**src/design/pacgfx_settings.svh**
```systemverilog
/* screen, VGA timing, sweep, pellet and score geometry constants,
   plus frame-buffer address constants for the scan side of the renderer */
`ifndef PACGFX_SETTINGS_SVH
`define PACGFX_SETTINGS_SVH

// rotated screen, one pixel per 2x2 VGA pixels
`define SCREEN_W        240
`define SCREEN_H        320

// visible VGA area and the counter values at the last pixel of a frame
`define VGA_VIS_W       640
`define VGA_VIS_H       480
`define VGA_LAST_HC     799
`define VGA_LAST_VC     524

// sprite box is 16x16, centered on the sprite position
`define SPRITE_HALF     7
`define SWEEP_LAST      255

// power pellet block corners
`define PELLET_NEAR     8
`define PELLET_FAR_X    224
`define PELLET_TOP_Y    56
`define PELLET_BOT_Y    224

// score strip, seven 8x8 digits
`define SCORE_X0        8
`define SCORE_Y0        8
`define SCORE_W         56
`define SCORE_H         8
`define SCORE_LAST      448

// maze band held in the frame buffer
`define MAZE_Y0         24
`define MAZE_H          264

// frame-buffer addresses
`define SCORE_ADDR0     63360
`define ADDR_NONE       65535

`define NUM_SPRITES     5

`endif

```
**src/design/pacgfx_pkg.sv**
```systemverilog
/* coordinate, color and address types, scan state and sprite index enums */
package pacgfx_pkg;

    // one screen coordinate, wide enough for 0..319
    typedef logic [8:0] coord_t;

    // RGB 3-3-2 pixel
    typedef logic [7:0] color_t;

    // black means transparent in the layer merge
    localparam color_t COLOR_BLACK = 8'h00;

    typedef logic [15:0] fb_addr_t;

    typedef enum logic [3:0] {
        SCAN_FULL0      = 4'd0,
        SCAN_FULL1      = 4'd1,
        SCAN_SPRITE_NEW = 4'd2,
        SCAN_SPRITE_OLD = 4'd3,
        SCAN_PELLETS    = 4'd4,
        SCAN_SCORE      = 4'd5,
        SCAN_IDLE       = 4'd15
    } scan_state_t;

    // also the sweep order of the sprites
    typedef enum logic [2:0] {
        PACMAN = 3'd0,
        BLINKY = 3'd1,
        PINKY  = 3'd2,
        INKY   = 3'd3,
        CLYDE  = 3'd4
    } sprite_id_t;

endpackage

```
**src/design/fb_address_map.sv**
```systemverilog
/* screen coordinate to frame-buffer address mapping and write strobe */
`timescale 1ns/1ps
`include "pacgfx_settings.svh"

module fb_address_map (
    input  pacgfx_pkg::coord_t      xpos,
    input  pacgfx_pkg::coord_t      ypos,
    input  logic                    scan_active,
    output pacgfx_pkg::fb_addr_t    address,
    output logic                    wr_valid
);

    logic                   in_maze;
    logic                   in_score;
    pacgfx_pkg::fb_addr_t   maze_row;
    pacgfx_pkg::fb_addr_t   score_row;

    assign in_maze = (ypos >= 9'(`MAZE_Y0)) && (ypos < 9'(`MAZE_Y0 + `MAZE_H));

    assign in_score = (ypos >= 9'(`SCORE_Y0)) && (ypos < 9'(`SCORE_Y0 + `SCORE_H))
                   && (xpos >= 9'(`SCORE_X0)) && (xpos < 9'(`SCORE_X0 + `SCORE_W));

    assign maze_row  = 16'(ypos) - 16'(`MAZE_Y0);
    assign score_row = 16'(ypos) - 16'(`SCORE_Y0);

    // maze band wins over the score strip
    always_comb begin
        if (in_maze) begin
            address = 16'(xpos) + maze_row * 16'(`SCREEN_W);
        end else if (in_score) begin
            // score x keeps its screen offset, as the reader side expects
            address = 16'(`SCORE_ADDR0) + 16'(xpos) + score_row * 16'(`SCORE_W);
        end else begin
            address = 16'(`ADDR_NONE);
        end
    end

    assign wr_valid = scan_active && (address != 16'(`ADDR_NONE));

endmodule

```
**src/design/graphics_scan_top.sv**
```systemverilog
/* scan side of the renderer: position latch, scan FSM,
   address map and layer merge */
`timescale 1ns/1ps
`include "pacgfx_settings.svh"

module graphics_scan_top (
    input  logic                    vgaclk,
    input  logic                    rst,
    input  logic [9:0]              hc,
    input  logic [9:0]              vc,
    input  logic                    scanall,
    input  logic                    buffer_sel,
    input  pacgfx_pkg::coord_t      sprite_x_in [`NUM_SPRITES],
    input  pacgfx_pkg::coord_t      sprite_y_in [`NUM_SPRITES],
    input  pacgfx_pkg::color_t      ghost_color [`NUM_SPRITES - 1],
    input  pacgfx_pkg::color_t      pacman_color,
    input  pacgfx_pkg::color_t      maze_color,
    input  pacgfx_pkg::color_t      score_color,
    output pacgfx_pkg::coord_t      xpos,
    output pacgfx_pkg::coord_t      ypos,
    output pacgfx_pkg::fb_addr_t    address,
    output logic                    wr_valid,
    output pacgfx_pkg::color_t      color
);

    logic                   frame_end;
    logic                   scan_active;
    pacgfx_pkg::coord_t     cur_x [`NUM_SPRITES];
    pacgfx_pkg::coord_t     cur_y [`NUM_SPRITES];
    pacgfx_pkg::coord_t     prev_x [`NUM_SPRITES];
    pacgfx_pkg::coord_t     prev_y [`NUM_SPRITES];

    sprite_position_regs pos_regs_i (
        .vgaclk      (vgaclk),
        .rst         (rst),
        .frame_end   (frame_end),
        .buffer_sel  (buffer_sel),
        .sprite_x_in (sprite_x_in),
        .sprite_y_in (sprite_y_in),
        .cur_x       (cur_x),
        .cur_y       (cur_y),
        .prev_x      (prev_x),
        .prev_y      (prev_y)
    );

    scan_sequencer seq_i (
        .vgaclk      (vgaclk),
        .rst         (rst),
        .hc          (hc),
        .vc          (vc),
        .scanall     (scanall),
        .cur_x       (cur_x),
        .cur_y       (cur_y),
        .prev_x      (prev_x),
        .prev_y      (prev_y),
        .xpos        (xpos),
        .ypos        (ypos),
        .scan_active (scan_active),
        .frame_end   (frame_end)
    );

    fb_address_map addr_map_i (
        .xpos        (xpos),
        .ypos        (ypos),
        .scan_active (scan_active),
        .address     (address),
        .wr_valid    (wr_valid)
    );

    layer_priority_mux layer_mux_i (
        .ghost_color  (ghost_color),
        .pacman_color (pacman_color),
        .maze_color   (maze_color),
        .score_color  (score_color),
        .color        (color)
    );

endmodule

```
**src/design/layer_priority_mux.sv**
```systemverilog
/* layer merge, first non-black color wins */
`timescale 1ns/1ps
`include "pacgfx_settings.svh"

module layer_priority_mux (
    input  pacgfx_pkg::color_t  ghost_color [`NUM_SPRITES - 1],
    input  pacgfx_pkg::color_t  pacman_color,
    input  pacgfx_pkg::color_t  maze_color,
    input  pacgfx_pkg::color_t  score_color,
    output pacgfx_pkg::color_t  color
);

    // ghosts on top, blinky first, then pacman, maze and score
    always_comb begin
        if (ghost_color[0] != pacgfx_pkg::COLOR_BLACK) begin
            color = ghost_color[0];
        end else if (ghost_color[1] != pacgfx_pkg::COLOR_BLACK) begin
            color = ghost_color[1];
        end else if (ghost_color[2] != pacgfx_pkg::COLOR_BLACK) begin
            color = ghost_color[2];
        end else if (ghost_color[3] != pacgfx_pkg::COLOR_BLACK) begin
            color = ghost_color[3];
        end else if (pacman_color != pacgfx_pkg::COLOR_BLACK) begin
            color = pacman_color;
        end else if (maze_color != pacgfx_pkg::COLOR_BLACK) begin
            color = maze_color;
        end else if (score_color != pacgfx_pkg::COLOR_BLACK) begin
            color = score_color;
        end else begin
            color = pacgfx_pkg::COLOR_BLACK;
        end
    end

endmodule

```
**src/design/scan_sequencer.sv**
```systemverilog
/* scan FSM and sweep counter producing the coordinate to redraw each cycle,
   plus the frame-end pulse from the VGA counters */
`timescale 1ns/1ps
`include "pacgfx_settings.svh"

module scan_sequencer (
    input  logic                vgaclk,
    input  logic                rst,
    input  logic [9:0]          hc,
    input  logic [9:0]          vc,
    input  logic                scanall,
    input  pacgfx_pkg::coord_t  cur_x [`NUM_SPRITES],
    input  pacgfx_pkg::coord_t  cur_y [`NUM_SPRITES],
    input  pacgfx_pkg::coord_t  prev_x [`NUM_SPRITES],
    input  pacgfx_pkg::coord_t  prev_y [`NUM_SPRITES],
    output pacgfx_pkg::coord_t  xpos,
    output pacgfx_pkg::coord_t  ypos,
    output logic                scan_active,
    output logic                frame_end
);

    pacgfx_pkg::scan_state_t    state;
    pacgfx_pkg::sprite_id_t     sprite;
    logic [8:0]                 scan_count;

    pacgfx_pkg::coord_t         base_x;
    pacgfx_pkg::coord_t         base_y;
    pacgfx_pkg::coord_t         pellet_x;
    pacgfx_pkg::coord_t         pellet_y;

    assign frame_end = (hc == `VGA_LAST_HC) && (vc == `VGA_LAST_VC);
    assign scan_active = (state != pacgfx_pkg::SCAN_IDLE);

    always_ff @(posedge vgaclk) begin
        if (rst) begin
            state      <= pacgfx_pkg::SCAN_FULL0;
            sprite     <= pacgfx_pkg::PACMAN;
            scan_count <= '0;
        end else begin
            case (state)
                pacgfx_pkg::SCAN_FULL0: begin
                    scan_count <= '0;
                    if (frame_end) begin
                        state <= pacgfx_pkg::SCAN_FULL1;
                    end
                end

                pacgfx_pkg::SCAN_FULL1, pacgfx_pkg::SCAN_IDLE: begin
                    scan_count <= '0;
                    sprite     <= pacgfx_pkg::PACMAN;
                    if (frame_end) begin
                        if (scanall) begin
                            state <= pacgfx_pkg::SCAN_FULL0;
                        end else begin
                            state <= pacgfx_pkg::SCAN_SPRITE_NEW;
                        end
                    end
                end

                pacgfx_pkg::SCAN_SPRITE_NEW: begin
                    if (scan_count == 9'(`SWEEP_LAST)) begin
                        scan_count <= '0;
                        state      <= pacgfx_pkg::SCAN_SPRITE_OLD;
                    end else begin
                        scan_count <= scan_count + 9'd1;
                    end
                end

                pacgfx_pkg::SCAN_SPRITE_OLD: begin
                    if (scan_count == 9'(`SWEEP_LAST)) begin
                        scan_count <= '0;
                        if (sprite == pacgfx_pkg::CLYDE) begin
                            state <= pacgfx_pkg::SCAN_PELLETS;
                        end else begin
                            sprite <= pacgfx_pkg::sprite_id_t'(sprite + 3'd1);
                            state  <= pacgfx_pkg::SCAN_SPRITE_NEW;
                        end
                    end else begin
                        scan_count <= scan_count + 9'd1;
                    end
                end

                pacgfx_pkg::SCAN_PELLETS: begin
                    if (scan_count == 9'(`SWEEP_LAST)) begin
                        scan_count <= '0;
                        state      <= pacgfx_pkg::SCAN_SCORE;
                    end else begin
                        scan_count <= scan_count + 9'd1;
                    end
                end

                pacgfx_pkg::SCAN_SCORE: begin
                    if (scan_count == 9'(`SCORE_LAST)) begin
                        scan_count <= '0;
                        state      <= pacgfx_pkg::SCAN_IDLE;
                    end else begin
                        scan_count <= scan_count + 9'd1;
                    end
                end

                default: begin
                    scan_count <= '0;
                    state      <= pacgfx_pkg::SCAN_FULL0;
                end
            endcase
        end
    end

    // box center for the sprite being swept
    always_comb begin
        if (state == pacgfx_pkg::SCAN_SPRITE_OLD) begin
            base_x = prev_x[sprite];
            base_y = prev_y[sprite];
        end else begin
            base_x = cur_x[sprite];
            base_y = cur_y[sprite];
        end
    end

    // count bit 6 picks the right column, bit 7 the lower row
    assign pellet_x = scan_count[6] ? 9'(`PELLET_FAR_X) : 9'(`PELLET_NEAR);
    assign pellet_y = scan_count[7] ? 9'(`PELLET_BOT_Y) : 9'(`PELLET_TOP_Y);

    always_comb begin
        xpos = '0;
        ypos = '0;
        case (state)
            pacgfx_pkg::SCAN_FULL0, pacgfx_pkg::SCAN_FULL1: begin
                // screen is rotated, vc runs along x in reverse
                if (vc < `VGA_VIS_H) begin
                    xpos = 9'(`SCREEN_W - 1) - vc[9:1];
                    if (hc < `VGA_VIS_W) begin
                        ypos = hc[9:1];
                    end else begin
                        ypos = 9'(`SCREEN_H - 1);
                    end
                end
            end

            pacgfx_pkg::SCAN_SPRITE_NEW, pacgfx_pkg::SCAN_SPRITE_OLD: begin
                xpos = base_x - 9'(`SPRITE_HALF) + {5'd0, scan_count[3:0]};
                ypos = base_y - 9'(`SPRITE_HALF) + {5'd0, scan_count[7:4]};
            end

            pacgfx_pkg::SCAN_PELLETS: begin
                xpos = pellet_x + {6'd0, scan_count[2:0]};
                ypos = pellet_y + {6'd0, scan_count[5:3]};
            end

            pacgfx_pkg::SCAN_SCORE: begin
                xpos = 9'(`SCORE_X0) + (scan_count % 9'(`SCORE_W));
                ypos = 9'(`SCORE_Y0) + (scan_count / 9'(`SCORE_W));
            end

            default: begin
                xpos = '0;
                ypos = '0;
            end
        endcase
    end

endmodule

```
**src/design/sprite_position_regs.sv**
```systemverilog
/* per-frame sprite position latch with two banks of previous positions,
   one bank per half of the ping-pong frame buffer */
`timescale 1ns/1ps
`include "pacgfx_settings.svh"

module sprite_position_regs (
    input  logic                vgaclk,
    input  logic                rst,
    input  logic                frame_end,
    input  logic                buffer_sel,
    input  pacgfx_pkg::coord_t  sprite_x_in [`NUM_SPRITES],
    input  pacgfx_pkg::coord_t  sprite_y_in [`NUM_SPRITES],
    output pacgfx_pkg::coord_t  cur_x [`NUM_SPRITES],
    output pacgfx_pkg::coord_t  cur_y [`NUM_SPRITES],
    output pacgfx_pkg::coord_t  prev_x [`NUM_SPRITES],
    output pacgfx_pkg::coord_t  prev_y [`NUM_SPRITES]
);

    pacgfx_pkg::coord_t bank0_x [`NUM_SPRITES];
    pacgfx_pkg::coord_t bank0_y [`NUM_SPRITES];
    pacgfx_pkg::coord_t bank1_x [`NUM_SPRITES];
    pacgfx_pkg::coord_t bank1_y [`NUM_SPRITES];

    // sampled once per frame so a sweep never sees a moving sprite
    always_ff @(posedge vgaclk) begin
        if (rst) begin
            for (int i = 0; i < `NUM_SPRITES; i++) begin
                cur_x[i]   <= '0;
                cur_y[i]   <= '0;
                bank0_x[i] <= '0;
                bank0_y[i] <= '0;
                bank1_x[i] <= '0;
                bank1_y[i] <= '0;
            end
        end else if (frame_end) begin
            for (int i = 0; i < `NUM_SPRITES; i++) begin
                cur_x[i] <= sprite_x_in[i];
                cur_y[i] <= sprite_y_in[i];
                // old position goes to the bank of the half being written
                if (buffer_sel) begin
                    bank0_x[i] <= cur_x[i];
                    bank0_y[i] <= cur_y[i];
                end else begin
                    bank1_x[i] <= cur_x[i];
                    bank1_y[i] <= cur_y[i];
                end
            end
        end
    end

    always_comb begin
        for (int i = 0; i < `NUM_SPRITES; i++) begin
            if (buffer_sel) begin
                prev_x[i] = bank0_x[i];
                prev_y[i] = bank0_y[i];
            end else begin
                prev_x[i] = bank1_x[i];
                prev_y[i] = bank1_y[i];
            end
        end
    end

endmodule

```
**config.mk**
```make
export PLATFORM = sky130hd
export DESIGN_NAME = graphics_scan_top
export DESIGN_NICKNAME = d
export VERILOG_FILES = /design/src/design/pacgfx_pkg.sv /design/src/design/fb_address_map.sv /design/src/design/graphics_scan_top.sv /design/src/design/layer_priority_mux.sv /design/src/design/scan_sequencer.sv /design/src/design/sprite_position_regs.sv
export VERILOG_INCLUDE_DIRS = /design/src /design/src/design
export SDC_FILE = /design/constraint.sdc
export NUM_CORES = 1
export LEC_CHECK = 0
export ABC_AREA = 1
export ABC_CLOCK_PERIOD_IN_PS = 10560
export BUFFER_PORTS_ARGS = -buffer_cell sky130_fd_sc_hd__buf_2
export CORE_ASPECT_RATIO = 1.1
export CORE_MARGIN = 4
export CORE_UTILIZATION = 40
export DETAILED_ROUTE_END_ITERATION = 7
export SKIP_LAST_GASP = 1
export SLEW_MARGIN = 15
export SYNTH_ARGS = -nofsm -noshare
export SYNTH_HDL_FRONTEND = slang
export SYNTH_SLANG_ARGS = --single-unit
```
**constraint.sdc**
```tcl
create_clock -name vgaclk -period 10.56 [get_ports vgaclk]
set_input_delay 1.056 -clock vgaclk [delete_from_list [all_inputs] [get_ports vgaclk]]
set_output_delay 1.056 -clock vgaclk [all_outputs]
set_load 0.05 [all_outputs]
```
==> results of run 1 <==
worst paths after layout:
| check | start | end | cells after the start |
|---|---|---|---|
| setup reg to reg | seq_i.scan_count[4]$_SDFF_PP0_ | seq_i.state[0]$_SDFFE_PP0P_ | 11 |
| setup / recovery | seq_i.sprite[0]$_SDFFE_PP0P_ | wr_valid | 42 |
| hold reg to reg | seq_i.scan_count[0]$_SDFF_PP0_ | seq_i.scan_count[0]$_SDFF_PP0_ | 1 |
| hold / removal | seq_i.scan_count[0]$_SDFF_PP0_ | seq_i.scan_count[0]$_SDFF_PP0_ | 1 |
registers in the layout, indices dropped and copies added (netlist names):
signal              cells
pos_regs_i.bank0_x     45
pos_regs_i.bank0_y     45
pos_regs_i.bank1_x     45
pos_regs_i.bank1_y     45
pos_regs_i.cur_x       45
pos_regs_i.cur_y       45
seq_i.scan_count        9
seq_i.state             4
seq_i.sprite            3
per-stage QoR:
stage | cell area (um2) | hold slack, ns
5_1_grt | 20000 | 0.481
3_5_place_dp | 19000 | 0.450
4_1_cts | 20000 | 0.459
3_3_place_gp | 19000 | 0.434
2_1_floorplan | 17300 | 0.417
6_report | 20000 | 0.453
placed cells by master, fill, tap and decap left out, types with 11 or more instances in the layout:
cell         n
nor2_1     397
inv_1      312
nand2_1    258
o21ai_0    255
buf_2      212
a21oi_1    189
edfxtp_1   180
dfxtp_1    105
ha_1        69
nand3_1     61
xor2_1      40
clkbuf_16   29
o211ai_1    27
buf_4       24
fa_1        23
nand4_1     22
o22ai_1     21
a31oi_1     19
nor3_1      17
inv_2       16
nor4_1      11
worst reg2reg max path: cells and delay by family, from the launching register on:
family	cells	cell delay [ns]
AO/OA/AOI/OAI	4	0.84
buffers and inverters	4	0.54
flip-flops	1	0.49
AND/OR/NAND/NOR	2	0.47
adder cells (fa/ha/maj)	1	0.19
Yosys cell counts, drive strengths merged (4+ instances only):
| cell type | n | area [um2] |
|---|---|---|
| nor4 | 11 | 68.8 |
| xor2 | 40 | 350 |
| dfxtp | 106 | 2120 |
| or2 | 6 | 37.5 |
| nand3b | 4 | 33.8 |
| a22oi | 9 | 67.6 |
| buf | 13 | 71.3 |
| nand4 | 23 | 150 |
| fa | 23 | 460 |
| o211ai | 27 | 203 |
| a31oi | 19 | 119 |
| nand3 | 69 | 370 |
| a21oi | 190 | 955 |
| o311ai | 4 | 35.0 |
| nor2 | 406 | 1560 |
| nand2 | 267 | 1030 |
| o22ai | 21 | 131 |
| xnor2 | 8 | 70.1 |
| o21ai | 266 | 1350 |
| a21boi | 8 | 60.1 |
| ha | 69 | 863 |
| clkbuf | 89 | 334 |
| nor3 | 18 | 95.1 |
| inv | 327 | 1230 |
| edfxtp | 180 | 5410 |
| o31ai | 4 | 30.0 |
logic make-up (layout without fill, tap and decap cells):
logic type | after synthesis | count (layout) | share of synthesized area (%)
xor+xnor | 48 | 48 | 2.42
fa+ha+maj | 92 | 92 | 7.63
flops | 286 | 286 | 43.4
simple gates | 807 | 807 | 19.4
buf+inv | 431 | 619 | 9.46
compound gates | 561 | 561 | 17.6
metal layers:
layer	routed length, um	GRT usage [%]	vias to the layer above
met5	0	0	-
met3	2370	2.02	95
met4	1800	7.54	0
li1	-	-	7701
met1	21700	26.5	7308
met2	26100	39.1	406
final cells by class:
| type | count | area [um2] |
|---|---|---|
| well taps | 567 | 709 |
| inverters | 329 | 1230 |
| flip-flops and latches | 286 | 7530 |
| clock inverters | 18 | 236 |
| repair buffers | 237 | 1260 |
| fillers | 4223 | 22600 |
| multi-input cells | 1508 | 8240 |
| clock buffers | 35 | 748 |
==> reports/qor.yml, run 1 <==
run_status:
  status: "complete, no violations"
worst_setup_path:
  path_buf_inv: 11
  startpoint_type: "register"
  timing.critical_path.mode_cell: "nand2_1"
  crit_arrival_ns: 8.58
  cp_max_fo: 45
  worst_ep_required_time_ns: 9.50
  worstSetupPathType: "register to output pin"
  endpoint_kind: "output pin"
  cp_top_family: "adder cells"
  r2r_setup_slack_ns: 7.96
  cp_slowest_stage_delay_ns: 0.56
  slowest_stage: "fa_1"
yosys:
  syn-mean-instance-area_um2: 7.79
  synthDistinctLibCells: 53
  synth-main-ff-cell: "edfxtp_1"
  ys_ff_latch: 286
  ys_async_sr_fraction_pct: 0
  ys_seq_area_share_pct: 43.4
  synth_edf_count: 180
  syn_inst: 2225
  synth_area_um2: 17300
  synth_warnings: 0
  syn-num-nets: 2487
clocking:
  clock_sinks: 286
  clk_latency_ns: 0.57
  postCtsSetupRepairBufs: 0
  h-tree-depth: 1
  cts_root_buffer: "clkbuf_16"
  cts_resized: 0
  cts-buffers-inserted: 29
  clockBufferDepth: 3
  cts.clk_slew.worst_paths_ns: 0.06
  cts_tree: "yes"
  ctsHoldBuffers: 0
routing:
  route.detailed.drc: 0
  vias: 15500
  drt-initial-drc-count: 1164
  wl_per_cell_um: 17.4
  drtPass1Iterations: 6
  wirelength_mm: 51.9
  antenna_left: 0
  avgViaCountPerCell: 5.20
global_route:
  grt_max_degree: 101
  grt.overflow.total: 0
  antenna_found_initial: 0
  grt_pass1_wl_mm: 80.3
  grt_usage_pct: 21.5
  grt_pass1_vias: 15300
timing:
  slew_headroom_pct: 27.0
  final.setup.worst_slack_ns: 0.928
  maxSlewViolCount: 0
  post-route-min-period_ns: 9.63
  post-route-period-util_pct: 91.2
  setup_viol: 0
  worstMarginPinSlew_ns: 1.09
  skew_ns: 0.0116
  fmax_ghz: 0.104
  fin_setup_tns_ns: 0
  final-hold-violation-count: 0
  rsz0062_at_grt: "false"
floorplanning:
  die_h_um: 226
  die_area_um2: 46800
  num_io_pins: 213
  num_rows: 79
  initial_utilization_pct: 40.7
  die_w_um: 207
  core_um2: 42600
layout:
  final-instance-count-excl-fill: 2980
  fin_util_pct: 46.8
  drive_above_1_share_pct: 14.1
  num_antenna_cells: 0
  num-nets-final: 2653
  area_growth_syn_to_layout_pct: 15.1
flow_run:
  cap_violations: 0
place:
  place_ws_ns: 1.27
  hpwl_mm: 36.5
  dp.cells: 2927
  gp_congestion: 0.921
  numPortBuffers: 212
min_path:
  hp-class: "register to register"
Power of run 1 is not shown: default switching activity piles up to over one toggle a cycle in this logic, so the estimate is an artifact.
==> run 2: changes to the inputs <==
- BUFFER_PORTS_ARGS: -buffer_cell sky130_fd_sc_hd__buf_2 -> unset
- DONT_BUFFER_PORTS: unset -> 1
==> reports/qor.yml, run 2 (same netlist as run 1, synthesis figures left out) <==
worst_setup_path:
  startpoint_type: "primary input"
  worstRegToRegCells: 11
  startpoint: "buffer_sel"
  slowest_stage: "inv_2"
  worstSetupPathType: "primary input to output pin"
  r2r_setup_slack_ns: 7.94
  endpoint_kind: "output pin"
  worst_ep_required_time_ns: 9.50
  timing.critical_path.mode_cell: "nand2_1"
  reg2reg_to: "seq_i.sprite[2]$_SDFFE_PP0P_"
  crit-reg2reg-launch: "seq_i.sprite[1]$_SDFFE_PP0P_"
  crit_arrival_ns: 8.75
  cp_max_fo: 94
  cp_slowest_stage_delay_ns: 0.62
routing:
  antenna_left: 0
  route.detailed.drc: 0
  drt-initial-drc-count: 1078
  drtPass1Iterations: 5
  vias: 14800
  avgViaCountPerCell: 5.36
  wl_per_cell_um: 18.5
  wirelength_mm: 51.2
layout:
  fin_util_pct: 44.2
  layout_commonest_cell: "nor2_1"
  num-nets-final: 2443
  area_growth_syn_to_layout_pct: 8.68
  layout_common_cells: "397 x nor2_1, 312 x inv_1, 258 x nand2_1"
  drive_above_1_share_pct: 5.99
global_route:
  grt_max_degree: 95
  grt_usage_pct: 21.1
  grt_pass1_vias: 14500
  antenna_found_initial: 0
  grt.overflow.total: 0
  grt_pass1_wl_mm: 78.1
place:
  numPortBuffers: 0
  gp_congestion: 0.911
  hpwl_mm: 36.2
timing:
  fin_setup_tns_ns: 0
  skew_ns: 0.0179
  final-hold-violation-count: 0
  maxSlewViolCount: 0
  setup_viol: 0
  post-route-min-period_ns: 9.81
  slew_headroom_pct: 22.2
  rsz0062_at_grt: "false"
  post-route-period-util_pct: 92.9
  fmax_ghz: 0.102
  worstMarginPinSlew_ns: 1.17
floorplanning:
  core_um2: 42600
  num_io_pins: 213
  die_area_um2: 46800
  die_h_um: 226
  initial_utilization_pct: 40.7
  die_w_um: 207
  num_rows: 79
flow_run:
  cap_violations: 0
clocking:
  cts.clk_slew.worst_paths_ns: 0.06
  postCtsSetupRepairBufs: 0
  cts_resized: 0
  cts-buffers-inserted: 28
  clock_sinks: 286
  h-tree-depth: 1
  cts_root_buffer: "clkbuf_16"
  cts_tree: "yes"
  clk_latency_ns: 0.56
  ctsHoldBuffers: 0
  clockBufferDepth: 3
min_path:
  min_to: "seq_i.scan_count[0]$_SDFF_PP0_"
  holdPathStages: 1
  hp-class: "register to register"
  hold_path_startpoint: "seq_i.scan_count[0]$_SDFF_PP0_"
run_status:
  status: "complete, no violations"
run 2: worst max path at each step:
stage | to | slack (ns) | depth (start not counted)
detailed placement | wr_valid | 0.81 | 38
global route | wr_valid | 0.04 | 44
finish | wr_valid | 0.75 | 44
global placement | wr_valid | 0.94 | 40
CTS | wr_valid | 0.80 | 40
floorplan | wr_valid | 0.38 | 40
run 2: area by class of cell:
| cell class | instances | area, um2 |
|---|---|---|
| sequential | 286 | 7530 |
| tap | 567 | 709 |
| inverter | 329 | 1230 |
| clock inverter | 14 | 143 |
| fill | 4276 | 23800 |
| clock buffer | 37 | 764 |
| timing repair buffer | 28 | 210 |
| antenna | 1 | 2.50 |
| multi-input combinational | 1508 | 8260 |
run 2: metrics by stage:
| stage | setup WS, ns | cell area (um2) | instances | hold WS, ns |
|---|---|---|---|---|
| after detailed placement | 0.812 | 17900 | 2718 | 0.457 |
| after CTS | 0.804 | 18800 | 2769 | 0.470 |
| after global routing | 0.0394 | 18800 | 2769 | 0.481 |
| after global placement | 0.937 | 17900 | 2717 | 0.434 |
| final | 0.753 | 18800 | 2770 | 0.465 |
| after floorplan | 0.378 | 17300 | 2225 | 0.417 |
run 2: metal layers:
layer	wire (um)	global-route usage, %	vias to the layer above	part of all wire (%)
met4	1690	7.56	0	3.3
met5	0	0	-	0
met3	2810	2.23	90	5.5
met2	25900	38.2	442	51
li1	-	-	7282	-
met1	20700	26.0	7029	40
run 2: critical path, delay by kind of cell:
family | cells | cell delay (ns)
adders and majority gates | 6 | 2.14
buffers and inverters | 8 | 1.69
xor gates and xnor gates | 2 | 0.63
and+or+nand+nor | 20 | 2.11
AOI/OAI and AO/OA | 8 | 1.05
Power of run 2 is left out for the same reason.
